### src/source/conv_pkg.sv
package conv_pkg;

    //////////////////////////////
    // Sizes
    localparam int DATA_W  = 8;
    localparam int NUM_CH  = 3;
    localparam int NUM_KN  = 4;
    localparam int NUM_POS = 3;
    // 16-bit products plus growth of 9 terms
    localparam int PSUM_W  = 20;
    localparam int LINE_W  = 8;
    localparam int POS_W   = $clog2(NUM_POS + 1);

    //////////////////////////////
    // Vector types
    typedef logic signed [DATA_W-1:0]               sample_t;
    typedef logic [NUM_CH*DATA_W-1:0]               pixel_t;
    // Kernel k, channel c in byte k*NUM_CH+c
    typedef logic [NUM_KN*NUM_CH*DATA_W-1:0]        weight_word_t;
    typedef logic signed [PSUM_W-1:0]               psum_t;
    typedef logic [LINE_W-1:0]                      line_len_t;

    // Position 0 holds the oldest pixel
    typedef struct packed {
        logic                   vld;
        logic                   last;
        pixel_t [NUM_POS-1:0]   pix;
    } window_t;

    typedef struct packed {
        logic                   vld;
        logic                   last;
        psum_t [NUM_KN-1:0]     psum;
    } pos_psum_t;

    typedef enum logic [1:0] {
        IDLE,
        LOAD,
        RUN,
        DONE
    } ctrl_state_e;

endpackage

### src/source/psum_collect.sv
`timescale 1ns/1ps

module psum_collect (
    input  logic                                        clk,
    input  logic                                        rst,
    input  conv_pkg::pos_psum_t [conv_pkg::NUM_POS-1:0] i_pos_psum,
    output conv_pkg::psum_t [conv_pkg::NUM_KN-1:0]      o_psum,
    output logic                                        o_psum_vld,
    output logic                                        o_psum_end
);
    import conv_pkg::*;

    psum_t [NUM_KN-1:0] kn_sum;

    // Per kernel, add the position results
    always_comb begin
        for (int k = 0; k < NUM_KN; k++) begin
            kn_sum[k] = '0;
            for (int p = 0; p < NUM_POS; p++) begin
                kn_sum[k] = kn_sum[k] + i_pos_psum[p].psum[k];
            end
        end
    end

    always_ff @(posedge clk) begin
        o_psum <= kn_sum;
    end

    // Flags follow position 0
    always_ff @(posedge clk) begin
        if (rst) begin
            o_psum_vld <= 1'b0;
            o_psum_end <= 1'b0;
        end else begin
            o_psum_vld <= i_pos_psum[0].vld;
            o_psum_end <= i_pos_psum[0].vld && i_pos_psum[0].last;
        end
    end

    //////////////////////////////
    // All PEs run in lock step
    for (genvar p = 1; p < NUM_POS; p++) begin : g_agree
        a_pos_agree: assert property (@(posedge clk) disable iff (rst)
            (i_pos_psum[p].vld == i_pos_psum[0].vld)
            && (i_pos_psum[p].last == i_pos_psum[0].last))
            else $error("position %0d out of step with position 0", p);
    end

endmodule

### config.mk
export PLATFORM = sky130hd
export DESIGN_NAME = psum_collect
export DESIGN_NICKNAME = d
export VERILOG_FILES = /design/src/source/conv_pkg.sv /design/src/source/psum_collect.sv
export SDC_FILE = /design/constraint.sdc
export NUM_CORES = 1
export LEC_CHECK = 0
export ABC_AREA = 1
export BUFFER_PORTS_ARGS = -buffer_cell sky130_fd_sc_hd__buf_2
export CAP_MARGIN = 20
export CELL_PAD_IN_SITES_DETAIL_PLACEMENT = 1
export CELL_PAD_IN_SITES_GLOBAL_PLACEMENT = 2
export CORE_ASPECT_RATIO = 0.75
export CORE_UTILIZATION = 26
export CTS_BUF_LIST = sky130_fd_sc_hd__clkbuf_4
export DETAILED_ROUTE_END_ITERATION = 10
export PLACE_DENSITY = 0.82
export SLEW_MARGIN = 20
export SYNTH_ARGS = -nofsm -noshare
export SYNTH_HDL_FRONTEND = slang
export SYNTH_SLANG_ARGS = --single-unit
### constraint.sdc
create_clock -name clk -period 2.8 [get_ports clk]
set_clock_uncertainty 0.2 [all_clocks]
set_input_delay 0.42 -clock clk [delete_from_list [all_inputs] [get_ports clk]]
set_output_delay 0.42 -clock clk [all_outputs]
set_load 0.05 [all_outputs]
[Yosys cells after proc, flatten, opt, wreduce, memory -nomap -nowiden]
Cells that the tools add are included.
Operators by class
  add/sub/neg operators: 8
  reductions and logical operators: 1
Operators by type and width (number)
  $add A20 B20 Y20: 8
  $logic_and A1 B1 Y1: 1
Word-level totals
  bits in registers: 82
  input port bits: 248
  word-level logic and storage cells: 15

[Logic depth before layout (Yosys ltp)]
Gate-level depths: netlist (run 1).
  word-level depth: 2
  mapped depth: 15
  gate-level depth less buffers: 15

[Least setup slack after synthesis (run 1)]
Ideal clock, no wire load.
  path type: in2reg
  start: in i_pos_psum[21] in the netlist's numbering
  end: reg o_psum[37] in the netlist's numbering
  arrival: 2215 ps
  required time: 2488 ps
  slack: 273 ps
  stages: 12
  buffers on the path: 0
  cells stage by stage: fa_1 ha_1 inv_1 fa_1 inv_1 nand3_1 nand3_1 nand2_1 nand2_1 nand2_1 nand3_1 nand2_1
RTL lines
  start: declaration: RTL line psum_collect.sv:6  | input conv_pkg::pos_psum_t [conv_pkg::NUM_POS-1:0] i_pos_psum,
  end signal: assignment: RTL line psum_collect.sv:26  | o_psum <= kn_sum;
  end: declaration: RTL line psum_collect.sv:7  | output conv_pkg::psum_t [conv_pkg::NUM_KN-1:0] o_psum,

==> flow_summary_export.csv, run 1 <==
group,metric,value,unit
outcome,run_status,"completed",
synthesis,yosysWarnings,0,
synthesis,yosysSeqAreaShare,21.9,%
die,dieArea,29500,um^2
final_layout,antenna_cells,0,
grt,overflow,0,
final_layout,layout-drive-gt1-share,28.7,%
drt,drtIter0Drc,189,
die,start_util,26.6,%
clocking,cts_buffer_depth,2,
setup_path,cpLargestDelayFamily,"adder cells",
die,io_pins,330,
placement,place_inst,1695,
placement,hpwl,21.5,mm
clocking,cts_max_level,3,
final_layout,fin_cells,1715,
setup_path,cp_max_fo,3,
power,ir_drop,0.398,mV
sta,hold_viol,0,
sta,min_period_over_period,84.4,%
hold_path,hold_path_startpoint,"i_pos_psum[164]",
hold_path,min_to,"o_psum[0]",
hold_path,min_path_type,"in2reg",
sta,period_needed,2.36,ns
clocking,cts_resized,0,
final_layout,area_growth,31.9,%
setup_path,crit_top_cell,"nand2_1",
synthesis,synth-seq-cells,82,
power,leakage,5.47,nW
placement,pre_cts_slack,-0.0953,ns
final_layout,final_cell_mix,"325 x buf_2, 290 x nand2_1, 145 x inv_1, 82 x dfxtp_1, 80 x fa_1",
synthesis,yosys.cell_types.count,17,
sta,max_clock_freq,423,MHz
grt,grt.total_usage,16.4,%
grt,grt_first_pass_wirelength,37.8,mm
drt,viasPerCell,4.32,
sta,setup_tns,0,ns
final_layout,nFillCells,3613,
hold_path,holdPathStages,4,
setup_path,crit_buf_inv,3,
die,dieWidth,198,um
drt,drtAntennaViolNets,0,
drt,wl_per_cell,14.0,um
sta,drv_slew,0,
drt,remaining_drc_errors,0,
synthesis,avgSynthCellArea,7.69,um^2
final_layout,nets,1725,
setup_path,startpoint,"i_pos_psum[41]",
drt,detail_route.first_pass.iterations,4,
setup_path,crit_path_end_kind,"flop",
power,report.power.total,7.58,mW
setup_path,arrival,2.60,ns
drt,drt-total-wl,24.0,mm
grt,grt_pass1_vias,7689,
sta,setup_slack,0.436,ns
final_layout,final_common_cell,"buf_2",
sta,worst_slew_pin_slew,0.397,ns
setup_path,cp_cell_sequence,"buf_2, fa_1, ha_1, inv_1, fa_1, inv_1, nand3_1, nand3_1, nand2_1, nand2_1, nand2_1, nand2_1, nand2_1, nand2_1",
synthesis,mappedNetlistArea,7490,um^2
clocking,cts-root-buf,"clkbuf_4",
power,p_per_area,767,nW/um^2
die,core-area,28200,um^2
clocking,cts.sinks,82,
placement,port_buffers,325,
synthesis,synthesis.instances,974,
die,die_y,149,um
clocking,clkTransAtPathRegs,0.16,ns
setup_path,cp_slowest_cell,"fa_1",
grt,grt_max_degree,15,
setup_path,start_kind,"input port",
setup_path,critical_path_class,"in2reg",
grt,grt_antenna_before_repair,0,
clocking,tritoncts,"built",
setup_path,required,3.04,ns
die,row_count,53,
flow_run,cap_viol_max_count,0,
setup_path,cpPeakStageDelay,0.55,ns
sta,rsz0062_at_grt,"false",
sta,setup_viol,0,
synthesis,synth.net_count,1374,
sta,slew_headroom,73.2,%
clocking,cts_buffers,9,
placement,gp_congestion,0.848,
drt,vias,7404,
## flip-flops by register name (all words and copies together) (netlist names)
register and cells:
o_psum 80, o_psum_end 1, o_psum_vld 1
## logic make-up after synthesis
kind of cell	share of synthesized area (%)
simple gates	25.4
fa+ha+maj	33.4
buf+inv	7.27
compound gates	6.41
flops	21.9
xor+xnor	5.61
## where the power goes
part / internal [mW] / total [mW] / switching, mW
Clock: 0.361 / 0.841 / 0.481
Sequential: 1.66 / 1.78 / 0.119
Combinational: 1.37 / 4.96 / 3.59
Total: 3.39 / 7.58 / 4.19
## how the worst max path moves through the flow
stage	slack [ns]	endpoint	depth (start not counted)
6_report	0.44	o_psum[53]	14
5_1_grt	0.36	o_psum[53]	14
4_1_cts	0.49	o_psum[57]	13
3_5_place_dp	-0.1	o_psum[57]	13
3_3_place_gp	-0.04	o_psum[57]	13
2_1_floorplan	0.27	o_psum[37]	12
## metal layers
layer  GRT usage, %  routed length, um
met3           3.71               1230
met4           3.14                180
met2           27.4              11100
met1           21.5              11400
met5              0                  0
## final cells by class
class	count	area, um^2	share of cell area, %
flip-flops and latches	82	1640	16.6
well taps	385	482	4.87
inverters	145	544	5.51
repair buffers	340	1750	17.7
clock inverters	7	92.6	0.937
multi-input cells	747	5310	53.7
clock buffers	9	67.6	0.684
## synthesized netlist by cell type
cell / number / area [um^2]
ha_1: 72 / 901
nand3_1: 56 / 280
dfxtp_1: 82 / 1640
nand2_1: 290 / 1090
xor2_1: 32 / 280
nor2_1: 58 / 218
fa_1: 80 / 1600
and2_1: 7 / 43.8
nand3_2: 8 / 80.1
a21oi_1: 72 / 360
and2_2: 1 / 7.51
nand2_2: 15 / 93.8
xnor2_1: 16 / 140
o21ai_0: 24 / 120
nor2_2: 8 / 50.1
nor3_1: 8 / 40.0
inv_1: 145 / 544
## what timing repair did
item / CTS / global route
hold endpoints to repair: 2 / 0
buffers inserted: 0 / 0
hold buffers: 4 / 0
## metrics by stage
stage,instance area [um^2],utilization [%],hold WS (ns)
final,9880,35.1,0.118
after global routing,9880,35.1,0.0614
after floorplan,7490,-,0.291
after detailed placement,9680,34.4,0.398
after CTS,9880,35.1,0.0526
after global placement,9680,34.4,0.395
No activity file was read; power rests on OpenSTA's default activity.
==> run 2: changes to the inputs <==
- CORE_UTILIZATION: 26 -> 24
- PLACE_DENSITY: 0.82 -> 0.79
- clock period: 2.8 -> 1.9 ns (I/O delays scaled with it)
==> run 2 against run 1 <==
  * First-iteration DRC count down 17%
  * Critical path type unchanged
  * The flow now finishes with violations (setup timing)
  * Cell count grew 9.2%
  * Count of clock-buffer cells in the layout grew 1
  * Die area up 8.2%
  * Largest cell class unchanged
  * Total power up 66%
  * Worst setup slack lost 0.50 ns
==> flow_summary_export.csv, run 2 (same netlist as run 1, synthesis figures left out) <==
group,metric,value,unit
hold_path,min_path_type,"in2reg",
final_layout,largest_register,"o_psum",
clocking,cts-root-buf,"clkbuf_4",
placement,hpwl,22.9,mm
setup_path,critical_path_class,"in2reg",
outcome,run_status,"finished, violations left",
setup_path,required,2.11,ns
sta,rsz0062_at_grt,"true",
final_layout,final_cell_mix,"321 x buf_2, 268 x nand2_1, 138 x buf_4, 137 x inv_1, 82 x dfxtp_1",
placement,placed_area,11200,um^2
die,io_pins,330,
placement,pre_cts_slack,-0.581,ns
setup_path,start_kind,"input port",
setup_path,cp_max_fo,3,
grt,grt_pass1_vias,8433,
power,leakage,6.20,nW
sta,setup_viol,7,
die,start_util,24.6,%
final_layout,multi_input_area,6100,um^2
final_layout,post-route-util,38.8,%
final_layout,reg_top3,"o_psum (80), o_psum_end (1), o_psum_vld (1)",
die,core-area,30400,um^2
power,report.power.total,12.6,mW
final_layout,final_common_cell,"buf_2",
clocking,cts_buffers,9,
sta,min_period_over_period,103,%
final_layout,area_growth,57.7,%
drt,vias,7859,
hold_path,holdPathStages,5,
drt,drtIter0Drc,156,
grt,grt_max_degree,14,
clocking,cts_max_level,3,
drt,remaining_drc_errors,0,
die,dieWidth,206,um
final_layout,nFillCells,3836,
die,dieArea,31900,um^2
setup_path,arrival,2.17,ns
sta,hold_viol,0,
clocking,cts.sinks,82,
power,p_per_area,1060,nW/um^2
placement,port_buffers,325,
final_layout,largest_reg_flops,80,
grt,grt_first_pass_wirelength,41.3,mm
final_layout,layout-drive-gt1-share,42.7,%
clocking,clkTransAtPathRegs,0.13,ns
setup_path,crit_path_end_kind,"flop",
drt,wl_per_cell,13.8,um
setup_path,cp_cell_sequence,"buf_6, fa_1, ha_2, inv_2, fa_2, inv_2, nand3_2, nand3_2, nand2_1, nand2_2, nand2_2, nand2_1, nand2_1, nand2_1",
flow_run,cap_viol_max_count,0,
hold_path,hold_path_startpoint,"i_pos_psum[59]",
drt,drtAntennaViolNets,0,
final_layout,nets,1868,
clocking,tritoncts,"built",
sta,drv_slew,0,
power,ir_drop,0.569,mV
final_layout,final-seq-area,1640,um^2
setup_path,crit_top_cell,"nand2_1",
sta,period_needed,1.96,ns
sta,setup_slack,-0.0598,ns
placement,place_inst,1826,
final_layout,fin_cells,1873,
die,row_count,55,
drt,viasPerCell,4.20,
drt,drt-total-wl,25.9,mm
die,die_y,155,um
grt,grt_antenna_before_repair,1,
sta,slew_headroom,77.9,%
grt,grt.total_usage,16.4,%
hold_path,min_to,"o_psum[59]",
final_layout,final_area,11800,um^2
sta,worst_slew_pin_slew,0.329,ns
grt,overflow,0,
setup_path,cp_slowest_cell,"fa_1",
sta,max_clock_freq,510,MHz
placement,gp_congestion,0.834,
setup_path,cpPeakStageDelay,0.54,ns
outcome,violations,"setup timing",
clocking,cts_buffer_depth,2,
drt,detail_route.first_pass.iterations,4,
-- run 2: routing by layer --
layer	vias to the layer above	GRT usage (%)	wire length (um)
met4	0	4.20	410
met5	-	0	0
li1	4030	-	-
met3	25	2.70	927
met1	3657	21.0	12000
met2	147	28.2	12500
-- run 2: power by group --
group	switching, mW	internal, mW	total, mW
clock	0.713	0.405	1.12
sequential	0.181	2.45	2.63
combinational	5.69	3.13	8.82
total	6.58	5.99	12.6
-- run 2: repair_timing --
item,in CTS,in global routing
pin swaps,4,31
endpoints found under the hold margin,13,0
endpoints found under the setup margin,2,24
hold buffers,20,0
buffers inserted,2,8
gates resized for setup,4,44
-- run 2: final cells by class --
| type | instances | share of cell area (%) |
|---|---|---|
| Clock buffer | 10 | 0.636 |
| Tap cell | 399 | 4.23 |
| Clock inverter | 6 | 0.487 |
| Inverter | 145 | 4.63 |
| Multi-Input combinational cell | 747 | 51.7 |
| Sequential cell | 82 | 13.9 |
| Antenna cell | 1 | 0.0212 |
| Timing Repair Buffer | 483 | 24.4 |
-- run 2: critical path, delay by kind of cell --
kind                       cells  cell delay, ns
buffers and inverters          3            0.23
and+or+nand+nor                8            0.58
adders and majority gates      3            1.09
-- run 2: stage by stage --
stage / TNS (ns) / hold WS [ns]
6_report: -0.221 / 0.0961
5_1_grt: -0.542 / 0.0849
4_1_cts: 0 / 0.0479
3_5_place_dp: -26.12 / 0.263
3_3_place_gp: -24.47 / 0.257
2_1_floorplan: -7.02 / 0.156
-- run 2: worst max-delay path by stage --
stage               slack [ns]          to            start
finish                   -0.06  o_psum[53]   i_pos_psum[41]
global route             -0.11  o_psum[53]   i_pos_psum[41]
CTS                      0.004  o_psum[53]  i_pos_psum[205]
detailed placement       -0.58  o_psum[17]    i_pos_psum[1]
global placement         -0.52  o_psum[77]  i_pos_psum[225]
floorplan                -0.32  o_psum[77]  i_pos_psum[225]
==> run 3: changes to the inputs <==
- CORE_ASPECT_RATIO: 0.75 -> default
==> run 3 against run 2 <==
  * The run still ends with setup timing left
  * Fmax down 3.4%
  * Critical path depth is 2 lower
  * Worst hold slack worse by 0.031 ns
  * Combinational power about the same
  * Critical path type unchanged
  * Highest routed layer unchanged
==> flow_summary_export.csv, run 3 (same netlist as run 1, synthesis figures left out) <==
group,metric,value,unit
outcome,run_status,"finished, violations left",
outcome,violations,"setup timing",
placement,pre_cts_slack,-0.614,ns
setup_path,arrival,2.21,ns
final_layout,largest_register,"o_psum",
flow_run,cap_viol_max_count,0,
grt,grt_first_pass_wirelength,38.4,mm
sta,setup_viol,16,
clocking,tritoncts,"built",
final_layout,final_area,11900,um^2
drt,wl_per_cell,12.8,um
drt,drt-total-wl,23.9,mm
drt,detail_route.first_pass.iterations,6,
final_layout,layout-drive-gt1-share,44.1,%
placement,port_buffers,325,
die,dieWidth,179,um
power,p_per_area,1070,nW/um^2
clocking,cts.sinks,82,
grt,grt.total_usage,15.2,%
final_layout,largest_reg_flops,80,
final_layout,final_cell_mix,"318 x buf_2, 256 x nand2_1, 138 x buf_4, 137 x inv_1, 82 x dfxtp_1",
final_layout,reg_top3,"o_psum (80), o_psum_end (1), o_psum_vld (1)",
die,start_util,24.4,%
grt,grt_antenna_before_repair,1,
final_layout,final_common_cell,"buf_2",
sta,setup_tns,-1.07,ns
placement,placed_area,11200,um^2
drt,drtAntennaViolNets,0,
sta,slew_headroom,75.7,%
drt,drtIter0Drc,140,
placement,gp_congestion,0.807,
hold_path,min_path_type,"in2reg",
sta,max_clock_freq,493,MHz
clocking,cts_buffers,9,
die,dieArea,31900,um^2
drt,vias,7868,
setup_path,required,2.08,ns
clocking,cts-root-buf,"clkbuf_4",
setup_path,cp_max_fo,3,
clocking,cts_max_level,3,
grt,grt_max_degree,13,
clocking,cts_buffer_depth,2,
sta,drv_slew,0,
setup_path,crit_path_end_kind,"flop",
die,die_y,179,um
final_layout,area_growth,59.3,%
drt,remaining_drc_errors,0,
sta,worst_slew_pin_slew,0.362,ns
power,leakage,6.31,nW
sta,setup_slack,-0.129,ns
grt,grt_pass1_vias,8484,
die,io_pins,330,
die,row_count,64,
sta,period_needed,2.03,ns
setup_path,start_kind,"input port",
sta,hold_viol,0,
sta,min_period_over_period,107,%
power,ir_drop,0.471,mV
sta,rsz0062_at_grt,"true",
grt,overflow,0,
final_layout,nets,1864,
setup_path,critical_path_class,"in2reg",
placement,hpwl,21.2,mm
drt,viasPerCell,4.22,
die,core-area,30700,um^2
clocking,clkTransAtPathRegs,0.13,ns
[run 3: per-layer routing]
| metal | up-vias | part of all wire (%) | global-route usage (%) |
|---|---|---|---|
| met2 | 207 | 51 | 28.1 |
| li1 | 4013 | - | - |
| met3 | 14 | 6.3 | 3.65 |
| met5 | - | 0 | 0 |
| met1 | 3634 | 42 | 17.4 |
| met4 | 0 | 0.95 | 3.39 |
[run 3: critical path, cell delays in order]
cell and delay, ns:
buf_6 0.09, fa_1 0.59, ha_4 0.18, inv_2 0.04
fa_2 0.37, inv_2 0.10, nand3_2 0.08, nand3_2 0.08
nand2_2 0.07, nand2_4 0.10, buf_6 0.10, xor2_1 0.12
[run 3: metrics by stage]
stage	std cells	utilization, %	total power [mW]	hold slack (ns)
4_1_cts	1856	37.9	12.8	0.0121
5_1_grt	1864	38.9	13.8	0.00814
2_1_floorplan	974	-	8.36	0.156
3_5_place_dp	1824	36.6	11.2	0.263
3_3_place_gp	1824	36.6	11.1	0.260
6_report	1864	38.9	12.8	0.0650
[run 3: final cells by class]
type | instances | area (um^2)
Tap cell | 396 | 495
Antenna cell | 1 | 2.50
Sequential cell | 82 | 1640
Fill cell | 3814 | 18700
Inverter | 145 | 544
Clock inverter | 3 | 90.1
Multi-Input combinational cell | 747 | 6190
Clock buffer | 11 | 82.6
Timing Repair Buffer | 479 | 2880
[run 3: worst paths after layout]
| path | slack, ns | cells past startpoint | from | to |
|---|---|---|---|---|
| worst min-delay path | 0.06 | 3 | i_pos_psum[1] | o_psum[1] |
| worst max-delay path | -0.13 | 12 | i_pos_psum[185] | o_psum[29] |
[run 3: power breakdown]
part / switching [mW] / total, mW / internal (mW)
logic: 5.65 / 8.80 / 3.14
registers: 0.183 / 2.63 / 2.45
clock network: 0.651 / 1.33 / 0.684
[run 3: repair_timing]
| action | 4_1_cts | 5_1_grt |
|---|---|---|
| hold buffers | 12 | 0 |
| buffers inserted | 6 | 7 |
| pin swaps | 20 | 40 |
| endpoints found under the setup margin | 11 | 27 |
| resized for setup | 14 | 61 |
| endpoints found under the hold margin | 8 | 0 |
